**config.mk**
```make
export PLATFORM = sky130hd
export DESIGN_NAME = ros2_host_top
export DESIGN_NICKNAME = d
export VERILOG_FILES = /design/src/rtl/ros2_host_pkg.sv /design/src/rtl/app_data_arbiter.sv /design/src/rtl/buffer_arbiter.sv /design/src/rtl/ros2_host_top.sv /design/src/rtl/rx_size_monitor.sv /design/src/rtl/tx_scheduler.sv
export SDC_FILE = /design/constraint.sdc
export NUM_CORES = 1
export LEC_CHECK = 0
export BUFFER_PORTS_ARGS = -buffer_cell sky130_fd_sc_hd__buf_2
export CAP_MARGIN = 5
export CORE_ASPECT_RATIO = 0.6
export CORE_MARGIN = 2
export CORE_UTILIZATION = 55
export CTS_CLUSTER_SIZE = 40
export DETAILED_ROUTE_END_ITERATION = 12
export PLACE_DENSITY = 0.85
export SYNTH_ARGS = -nofsm -noshare
export SYNTH_HDL_FRONTEND = slang
export SYNTH_HIERARCHICAL = 1
export SYNTH_SLANG_ARGS = --single-unit
```
**constraint.sdc**
```tcl
create_clock -name clk -period 5.5 [get_ports clk]
set_input_delay 1.1 -clock clk [delete_from_list [all_inputs] [get_ports clk]]
set_output_delay 1.1 -clock clk [all_outputs]
set_load 0.005 [all_outputs]
```
**src/rtl/ros2_host_pkg.sv**
```systemverilog
package ros2_host_pkg;

    // ~~~~~~~~~~~~~~~~~~~~~~~~~~~~~~~~~~~~~~~~~~~~~~~~~~~~~~~~~~~~~~~~~~~~
    // Buffer geometry
    // ~~~~~~~~~~~~~~~~~~~~~~~~~~~~~~~~~~~~~~~~~~~~~~~~~~~~~~~~~~~~~~~~~~~~

    localparam int RXBUF_AWIDTH = 10;
    localparam int TXBUF_AWIDTH = 6;

    typedef logic [31:0]             buf_word_t;
    typedef logic [RXBUF_AWIDTH-1:0] rxbuf_addr_t;
    typedef logic [TXBUF_AWIDTH-1:0] txbuf_addr_t;
    typedef logic [15:0]             rx_size_t;

    // ~~~~~~~~~~~~~~~~~~~~~~~~~~~~~~~~~~~~~~~~~~~~~~~~~~~~~~~~~~~~~~~~~~~~
    // Ownership states
    // ~~~~~~~~~~~~~~~~~~~~~~~~~~~~~~~~~~~~~~~~~~~~~~~~~~~~~~~~~~~~~~~~~~~~

    typedef enum logic {
        OWNER_IP  = 1'b0,
        OWNER_CPU = 1'b1
    } owner_e;

    typedef enum logic [1:0] {
        APP_NONE = 2'b00,
        APP_IP   = 2'b01,
        APP_CPU  = 2'b10
    } app_grant_e;

    // ~~~~~~~~~~~~~~~~~~~~~~~~~~~~~~~~~~~~~~~~~~~~~~~~~~~~~~~~~~~~~~~~~~~~
    // Host demo constants
    // ~~~~~~~~~~~~~~~~~~~~~~~~~~~~~~~~~~~~~~~~~~~~~~~~~~~~~~~~~~~~~~~~~~~~

    localparam rxbuf_addr_t RX_SIZE_WORD = rxbuf_addr_t'(1); // Size in upper half

    localparam int TX_DESC_WORDS = 5;

    // Outgoing datagram descriptor as read by the engine
    localparam buf_word_t TX_DESC [TX_DESC_WORDS] = '{
        32'h0a01a8c0,   // Destination IP
        32'h045704d2,   // Ports
        32'h00000007,   // Length
        32'h626f6f66,   // Payload
        32'h000a7261
    };

    localparam int LED_RED_MAX   = 10;
    localparam int LED_GREEN_MAX = 20;

endpackage

```
**src/rtl/app_data_arbiter.sv**
```systemverilog
module app_data_arbiter (
    input  logic clk,
    input  logic rst_n,

    input  logic enable,
    input  logic ip_req,
    input  logic ip_rel,
    input  logic cpu_req,
    input  logic cpu_rel,

    output logic ip_grant,
    output logic cpu_grant
);

    import ros2_host_pkg::*;

    app_grant_e state;
    app_grant_e state_nxt;

    always_comb begin
        state_nxt = state;
        case (state)
            APP_NONE: begin
                if (ip_req) begin
                    state_nxt = APP_IP;     // Engine wins ties
                end else if (cpu_req) begin
                    state_nxt = APP_CPU;
                end
            end
            APP_IP: begin
                if (ip_rel) begin
                    state_nxt = APP_NONE;
                end
            end
            APP_CPU: begin
                if (cpu_rel) begin
                    state_nxt = APP_NONE;
                end
            end
            default: state_nxt = APP_NONE;  // Illegal encoding
        endcase
    end

    always_ff @(posedge clk or negedge rst_n) begin
        if (!rst_n) begin
            state <= APP_NONE;
        end else begin
            state <= state_nxt;
        end
    end

    assign ip_grant  = enable & (state == APP_IP);
    assign cpu_grant = enable & (state == APP_CPU);

endmodule

```
**src/rtl/buffer_arbiter.sv**
```systemverilog
module buffer_arbiter #(
    parameter ros2_host_pkg::owner_e RESET_OWNER = ros2_host_pkg::OWNER_IP
) (
    input  logic clk,
    input  logic rst_n,

    input  logic enable,
    input  logic ip_rel,
    input  logic cpu_rel,

    output logic ip_grant,
    output logic cpu_grant
);

    import ros2_host_pkg::*;

    owner_e owner;

    // Ownership only moves on a release by the current owner
    always_ff @(posedge clk or negedge rst_n) begin
        if (!rst_n) begin
            owner <= RESET_OWNER;
        end else begin
            case (owner)
                OWNER_IP: begin
                    if (ip_rel) begin
                        owner <= OWNER_CPU;
                    end
                end
                OWNER_CPU: begin
                    if (cpu_rel) begin
                        owner <= OWNER_IP;
                    end
                end
                default: owner <= RESET_OWNER;
            endcase
        end
    end

    assign ip_grant  = enable & (owner == OWNER_IP);
    assign cpu_grant = enable & (owner == OWNER_CPU);

endmodule

```
**src/rtl/ros2_host_top.sv**
```systemverilog
module ros2_host_top #(
    parameter int TX_PERIOD_LOG2 = 27
) (
    input  logic                       clk,
    input  logic                       rst_n,
    input  logic                       enable,

    // Application-data record
    input  logic                       app_ip_req,
    input  logic                       app_ip_rel,
    input  logic                       app_cpu_req,
    input  logic                       app_cpu_rel,
    output logic                       app_ip_grant,
    output logic                       app_cpu_grant,

    // UDP receive buffer
    input  logic                       rxbuf_ip_rel,
    input  logic                       rxbuf_we,
    input  ros2_host_pkg::rxbuf_addr_t rxbuf_addr,
    input  ros2_host_pkg::buf_word_t   rxbuf_wdata,
    output logic                       rxbuf_ip_grant,

    // UDP transmit buffer
    input  logic                       txbuf_ip_rel,
    input  ros2_host_pkg::txbuf_addr_t txbuf_addr,
    output logic                       txbuf_ip_grant,
    output ros2_host_pkg::buf_word_t   txbuf_rdata,

    output logic                       led_r,
    output logic                       led_g,
    output logic                       led_b
);

    logic rxbuf_cpu_grant;
    logic rxbuf_cpu_rel;
    logic txbuf_cpu_rel;

    // ~~~~~~~~~~~~~~~~~~~~~~~~~~~~~~~~~~~~~~~~~~~~~~~~~~~~~~~~~~~~~~~~~~~~
    // Arbiters
    // ~~~~~~~~~~~~~~~~~~~~~~~~~~~~~~~~~~~~~~~~~~~~~~~~~~~~~~~~~~~~~~~~~~~~

    app_data_arbiter app_arb (
        .clk       (clk),
        .rst_n     (rst_n),
        .enable    (enable),
        .ip_req    (app_ip_req),
        .ip_rel    (app_ip_rel),
        .cpu_req   (app_cpu_req),
        .cpu_rel   (app_cpu_rel),
        .ip_grant  (app_ip_grant),
        .cpu_grant (app_cpu_grant)
    );

    buffer_arbiter #(
        .RESET_OWNER (ros2_host_pkg::OWNER_IP)    // Engine receives first
    ) rxbuf_arb (
        .clk       (clk),
        .rst_n     (rst_n),
        .enable    (enable),
        .ip_rel    (rxbuf_ip_rel),
        .cpu_rel   (rxbuf_cpu_rel),
        .ip_grant  (rxbuf_ip_grant),
        .cpu_grant (rxbuf_cpu_grant)
    );

    buffer_arbiter #(
        .RESET_OWNER (ros2_host_pkg::OWNER_CPU)   // Host fills first
    ) txbuf_arb (
        .clk       (clk),
        .rst_n     (rst_n),
        .enable    (enable),
        .ip_rel    (txbuf_ip_rel),
        .cpu_rel   (txbuf_cpu_rel),
        .ip_grant  (txbuf_ip_grant),
        .cpu_grant ()
    );

    // ~~~~~~~~~~~~~~~~~~~~~~~~~~~~~~~~~~~~~~~~~~~~~~~~~~~~~~~~~~~~~~~~~~~~
    // Host side
    // ~~~~~~~~~~~~~~~~~~~~~~~~~~~~~~~~~~~~~~~~~~~~~~~~~~~~~~~~~~~~~~~~~~~~

    rx_size_monitor rx_mon (
        .clk         (clk),
        .rst_n       (rst_n),
        .cpu_grant   (rxbuf_cpu_grant),
        .rxbuf_we    (rxbuf_we),
        .rxbuf_addr  (rxbuf_addr),
        .rxbuf_wdata (rxbuf_wdata),
        .cpu_rel     (rxbuf_cpu_rel),
        .led_r       (led_r),
        .led_g       (led_g),
        .led_b       (led_b)
    );

    tx_scheduler #(
        .TX_PERIOD_LOG2 (TX_PERIOD_LOG2)
    ) tx_sched (
        .clk         (clk),
        .rst_n       (rst_n),
        .txbuf_addr  (txbuf_addr),
        .cpu_rel     (txbuf_cpu_rel),
        .txbuf_rdata (txbuf_rdata)
    );

endmodule

```
**src/rtl/rx_size_monitor.sv**
```systemverilog
module rx_size_monitor (
    input  logic                       clk,
    input  logic                       rst_n,

    input  logic                       cpu_grant,
    input  logic                       rxbuf_we,
    input  ros2_host_pkg::rxbuf_addr_t rxbuf_addr,
    input  ros2_host_pkg::buf_word_t   rxbuf_wdata,

    output logic                       cpu_rel,
    output logic                       led_r,
    output logic                       led_g,
    output logic                       led_b
);

    import ros2_host_pkg::*;

    rx_size_t last_rx_size;

    // Hand the buffer straight back once granted
    always_ff @(posedge clk or negedge rst_n) begin
        if (!rst_n) begin
            cpu_rel <= 1'b0;
        end else begin
            cpu_rel <= cpu_grant;
        end
    end

    // Engine writes the datagram size into the header word
    always_ff @(posedge clk or negedge rst_n) begin
        if (!rst_n) begin
            last_rx_size <= '0;
        end else if (rxbuf_we && (rxbuf_addr == RX_SIZE_WORD)) begin
            last_rx_size <= rxbuf_wdata[31:16];
        end
    end

    // ~~~~~~~~~~~~~~~~~~~~~~~~~~~~~~~~~~~~~~~~~~~~~~~~~~~~~~~~~~~~~~~~~~~~
    // Size class display
    // ~~~~~~~~~~~~~~~~~~~~~~~~~~~~~~~~~~~~~~~~~~~~~~~~~~~~~~~~~~~~~~~~~~~~

    always_comb begin
        led_r = (last_rx_size >= rx_size_t'(1)) &&
                (last_rx_size <= rx_size_t'(LED_RED_MAX));
        led_g = (last_rx_size >  rx_size_t'(LED_RED_MAX)) &&
                (last_rx_size <= rx_size_t'(LED_GREEN_MAX));
        led_b = (last_rx_size >  rx_size_t'(LED_GREEN_MAX));
    end

endmodule

```
**src/rtl/tx_scheduler.sv**
```systemverilog
module tx_scheduler #(
    parameter int TX_PERIOD_LOG2 = 27
) (
    input  logic                       clk,
    input  logic                       rst_n,

    input  ros2_host_pkg::txbuf_addr_t txbuf_addr,

    output logic                       cpu_rel,
    output ros2_host_pkg::buf_word_t   txbuf_rdata
);

    import ros2_host_pkg::*;

    localparam int CNT_W = TX_PERIOD_LOG2 + 1;

    logic [CNT_W-1:0] tx_cnt;
    logic             period_done;
    buf_word_t        desc_word;

    assign period_done = tx_cnt[TX_PERIOD_LOG2];   // Counter hit 2**N

    // ~~~~~~~~~~~~~~~~~~~~~~~~~~~~~~~~~~~~~~~~~~~~~~~~~~~~~~~~~~~~~~~~~~~~
    // Periodic hand-off of the transmit buffer
    // ~~~~~~~~~~~~~~~~~~~~~~~~~~~~~~~~~~~~~~~~~~~~~~~~~~~~~~~~~~~~~~~~~~~~

    always_ff @(posedge clk or negedge rst_n) begin
        if (!rst_n) begin
            tx_cnt  <= '0;
            cpu_rel <= 1'b0;
        end else if (period_done) begin
            tx_cnt  <= '0;
            cpu_rel <= 1'b1;   // One-cycle release pulse
        end else begin
            tx_cnt  <= tx_cnt + 1'b1;
            cpu_rel <= 1'b0;
        end
    end

    // ~~~~~~~~~~~~~~~~~~~~~~~~~~~~~~~~~~~~~~~~~~~~~~~~~~~~~~~~~~~~~~~~~~~~
    // Descriptor table read port
    // ~~~~~~~~~~~~~~~~~~~~~~~~~~~~~~~~~~~~~~~~~~~~~~~~~~~~~~~~~~~~~~~~~~~~

    always_comb begin
        desc_word = '0;
        for (int i = 0; i < TX_DESC_WORDS; i++) begin
            if (txbuf_addr == txbuf_addr_t'(i)) begin
                desc_word = TX_DESC[i];
            end
        end
    end

    // Zero beyond the table end
    always_ff @(posedge clk or negedge rst_n) begin
        if (!rst_n) begin
            txbuf_rdata <= '0;
        end else begin
            txbuf_rdata <= desc_word;
        end
    end

endmodule

```
* After elaboration in Yosys (flattened, before gate mapping)
Index checks and enable logic that the tools add are counted.
Storage, ports and cells: register bits after elaboration 81, bits in latches 0, RAM bits 0, bits in read-only memories 0, bits of input ports 58, output and inout bits 39, logic and storage cells 55, memories kept 0
Cells by class: $add $sub $neg 1, $mul 0, divide/modulo/power cells 0, magnitude comparators 5, equality and inequality tests 10, shift operators 0, muxes and demuxes 18, bitwise gates (word level) 7, reductions and logical operators 6
Operator list (count):
- 2-to-1 mux 28 bit | 4
- 2-to-1 mux 31 bit | 2
- adder 28 x 1 -> 28 bit (second input constant) | 1
- greater-or-equal comparator 16 x 1 -> 1 bit (second input constant) | 1
- greater-than comparator 16 x 4 -> 1 bit (second input constant) | 1
- greater-than comparator 16 x 5 -> 1 bit (second input constant) | 1
- <= comparator 16 x 4 -> 1 bit (second input constant) | 1
- <= comparator 16 x 5 -> 1 bit (second input constant) | 1
- equality test 6 x 2 -> 1 bit (second input constant) | 2
- equality test 10 x 1 -> 1 bit (second input constant) | 1
- 2-to-1 mux 2 bit | 4
- equality test 6 x 1 -> 1 bit (second input constant) | 1
- equality test 6 x 3 -> 1 bit (second input constant) | 1
- logical NOT 6 bit | 1
- one-hot mux 2 bit (3 select lines) | 1
- AND 1 bit | 5
- 2-to-1 mux 1 bit | 5
- != test 2 bit (second input constant) | 2
- one-hot mux 1 bit (2 select lines) | 2
- logical AND 1 bit | 3
- != test 3 bit (second input constant) | 1
- AND reduction 3 bit | 1
- equality test 2 x 1 -> 1 bit (second input constant) | 1
- equality test 2 bit (second input constant) | 1
- other kinds (2) | 3

* Logic depth before layout (Yosys ltp)
depth in word-level cells 6, mapped depth 6, gate-level depth less buffers 5

* Cells and area by module
The synthesis kept the hierarchy.
Modules (own cells, without submodules):
- tx_scheduler | instances 1, cells each 200, area each 2039.5 um2
- rx_size_monitor | instances 1, cells each 50, area each 799.5 um2
- app_data_arbiter | instances 1, cells each 11, area each 106.4 um2
- buffer_arbiter at txbuf_arb | instances 1, cells each 5, area each 53.8 um2
- buffer_arbiter at rxbuf_arb | instances 1, cells each 5, area each 52.6 um2

* Least setup slack after synthesis
Ideal clock, no wire load.
path type in2out, start input enable, end output app_cpu_grant, arrival time 1278 ps, setup slack 3122 ps, cell stages on the path 1, path through and3b_2
On the way: longest elaborated chain between the ends 1
RTL lines:
- start: declaration | RTL line ros2_host_top.sv:6 | input logic enable,
- AND 1 bit | RTL line app_data_arbiter.sv:53 | assign cpu_grant = enable & (state == APP_CPU);
- end: declaration | RTL line ros2_host_top.sv:14 | output logic app_cpu_grant,
Every way passes these cells.

* Worst setup path after layout
start register rx_mon.last_rx_size[7], end output led_g
On the way: longest elaborated chain between the ends 2, elaborated cells on any way between the ends 3, classes of those cells 2 x order compare; 1 x reduce/logical
RTL lines:
- start: declaration | RTL line rx_size_monitor.sv:18 | rx_size_t last_rx_size;
- start signal: assignment | RTL line rx_size_monitor.sv:34 | last_rx_size <= rxbuf_wdata[31:16];
- greater-than comparator 16 x 4 -> 1 bit or <= comparator 16 x 5 -> 1 bit (tied branches) | RTL line rx_size_monitor.sv:45, rx_size_monitor.sv:46
- logical AND 1 bit * | RTL line rx_size_monitor.sv:45 | led_g = (last_rx_size > rx_size_t'(LED_RED_MAX)) &&
- end: declaration | RTL line ros2_host_top.sv:30 | output logic led_g,
Mark *: on every way between the ends. The rest lies on a longest branch, timed or not.

==> out/summary.txt <==
DIE WIDTH = 100 µm
Overflow after GRT = 0
Row Count = 20
Switching Share = 20.6%
Starting Density = 58.5%
DP Cell Count = 389
Worst vdd ir = 0.195 mV
Clk_lat worst skew = 0.34 ns
Internal power = 0.828 mW
Fin util = 69.1%
# port buffers = 75
Detailed Routing Iterations Pass 1 = 4
Vias in the first global route = 2,085
Final hold slack = 0.397 ns
First-pass GRT wire length = 9.77 mm
Power Dens Cells = 290 nW/µm²
Clock transition at path regs = 0.06 ns
Remaining antenna violation count = 0
Total Power = 1.04 mW
RSZ-0062 raised after global routing = no
Routability cong. = 0.840
DRT iter0 DRCs = 129
Max_slew headroom = 39.0%
Crit path launch type = flop
GRT Total Usage = 21.3%
Die Height = 61.6 µm
Footprint of the multi-input gates = 1230 µm²
CTS resizes = 0
Final Skew = 0.0103 ns
Routed length per placed instance = 14.5 µm
CTS Buffer Depth = 2
Via Count = 2,216
Antenna diodes = 0
Detailed-route DRC error count = 0
Final non-filler cell area = 3590 µm²
Num ports = 97
Clock share of power = 47.1%
Final hold viol count = 0
Worst Hold Class = reg2reg
Slew @ Worst Pin = 0.915 ns
Min Clock Period, post-route = 2.66 ns
Detail Placement HPWL = 4.06 mm
Max Fclk = 0.376 GHz
Final WS setup = 2.84 ns
Leak = 1.85 nW
Number of fill cells = 369
Layout net count = 393
Post-DP Area = 3350 µm²
Hold_buf cts = 0
Root buffer cell = clkbuf_8
Final period utilization = 48.3%
Post-Route WL = 5.89 mm
CTS Buf Count = 9
Setup TNS = 0 ns
Syn Inst Count = 270
Max-slew violation count = 0
Logic gate share of total power = 5.5%
Vias per cell = 5.47
H-tree depth = 3
Synthesized area = 3040 µm²
Syn_area_per_cell = 11.3 µm²
Die area = 6170 µm²
Setup CP Type = reg2out
Post-Layout Cell Count = 405
Clock sink count = 65
Final setup viols = 0
R2R depth = 5
MaxCap Viol Count = 0
Reg area = 1630 µm²
Setup crit end kind = primary output
Outcome = completed
Fraction of power consumed by sequential logic = 47.4%
Worst path arrival time = 1.56 ns
YS warnings = 6
WP data required = 4.40 ns
Share of cells above drive strength 1 = 34.5%
Core area = 5200 µm²
WHS Path Cells = 1
Largest net degree at the start of global routing = 66
Psw = 0.215 mW
Area grow syn2layout = 18.1%
Dpl ws = 2.88 ns
Highest fanout seen on the critical path = 3
Initial antenna violation count = 0
CTS tree = yes
Post-CTS Setup Repair Bufs = 0
==> cell usage in the layout, fill, tap and decap left out, drive strengths merged, types with 3 or more instances in the layout <==
cell / count
o21ai: 11
nand3: 12
o31ai: 5
xor2: 7
or3: 7
buf: 76
dfrtp: 64
xnor2: 6
conb: 5
nand4: 10
or4: 8
a21oi: 17
bufinv: 3
and4: 6
nand2b: 4
mux2: 16
nor2: 19
nor2b: 3
clkbuf: 11
inv: 6
nand2: 8
nor4: 4
nor3: 8
==> metal layers <==
metal  routed length [µm]  up-vias  GRT usage, %  part of all wire (%)
met4                   87        0          7.24                   1.5
met2                 2550       86          33.1                    43
met5                    0        -             0                     0
met3                  454       12          8.74                   7.7
li1                     -     1071             -                     -
met1                 2800     1047          27.7                    48
==> flip-flops by register name (all words and copies together), names as in the netlist <==
register              flops
tx_sched/cpu_rel          1
txbuf_arb/owner           1
tx_sched/tx_cnt          28
tx_sched/txbuf_rdata     15
rx_mon/last_rx_size      16
rx_mon/cpu_rel            1
rxbuf_arb/owner           1
app_arb/state             2
==> layout make-up <==
cell class                      instances  share of cell area, %
Timing Repair Buffer                   76                   10.7
Tap cell                               66                   2.30
Inverter                                6                  0.627
Multi-Input combinational cell        176                   34.4
Sequential cell                        65                   45.3
Clock buffer                           11                   3.93
Clock inverter                          5                   2.85
==> power by group through the flow <==
stage | Combinational, mW | Sequential (mW) | Clock [mW]
finish | 0.0574 | 0.494 | 0.491
CTS | 0.0584 | 0.494 | 0.505
global route | 0.0654 | 0.496 | 0.531
detailed placement | 0.0579 | 0.503 | 0
floorplan | 0.0261 | 0.502 | 0
global placement | 0.0566 | 0.503 | 0
==> critical path, cell delays in order (launching register included) <==
cell and delay, ns:
dfrtp_1 0.38, nor4_1 0.30, nand3_1 0.18, nor3b_1 0.22, buf_2 0.14
==> worst paths after layout <==
check	from	endpoint	slack, ns
setup / recovery	rx_mon/last_rx_size[7]	led_g	2.84
hold / removal	tx_sched/cpu_rel	txbuf_arb/owner	0.40
setup reg to reg	tx_sched/tx_cnt[0]	tx_sched/tx_cnt[22]	3.39
hold reg to reg	tx_sched/cpu_rel	txbuf_arb/owner	0.40
max in group asynchronous	rst_n	tx_sched/tx_cnt[15]	4.05
min in group asynchronous	rst_n	rx_mon/last_rx_size[1]	0.91
No activity file was read; power rests on OpenSTA's default activity.
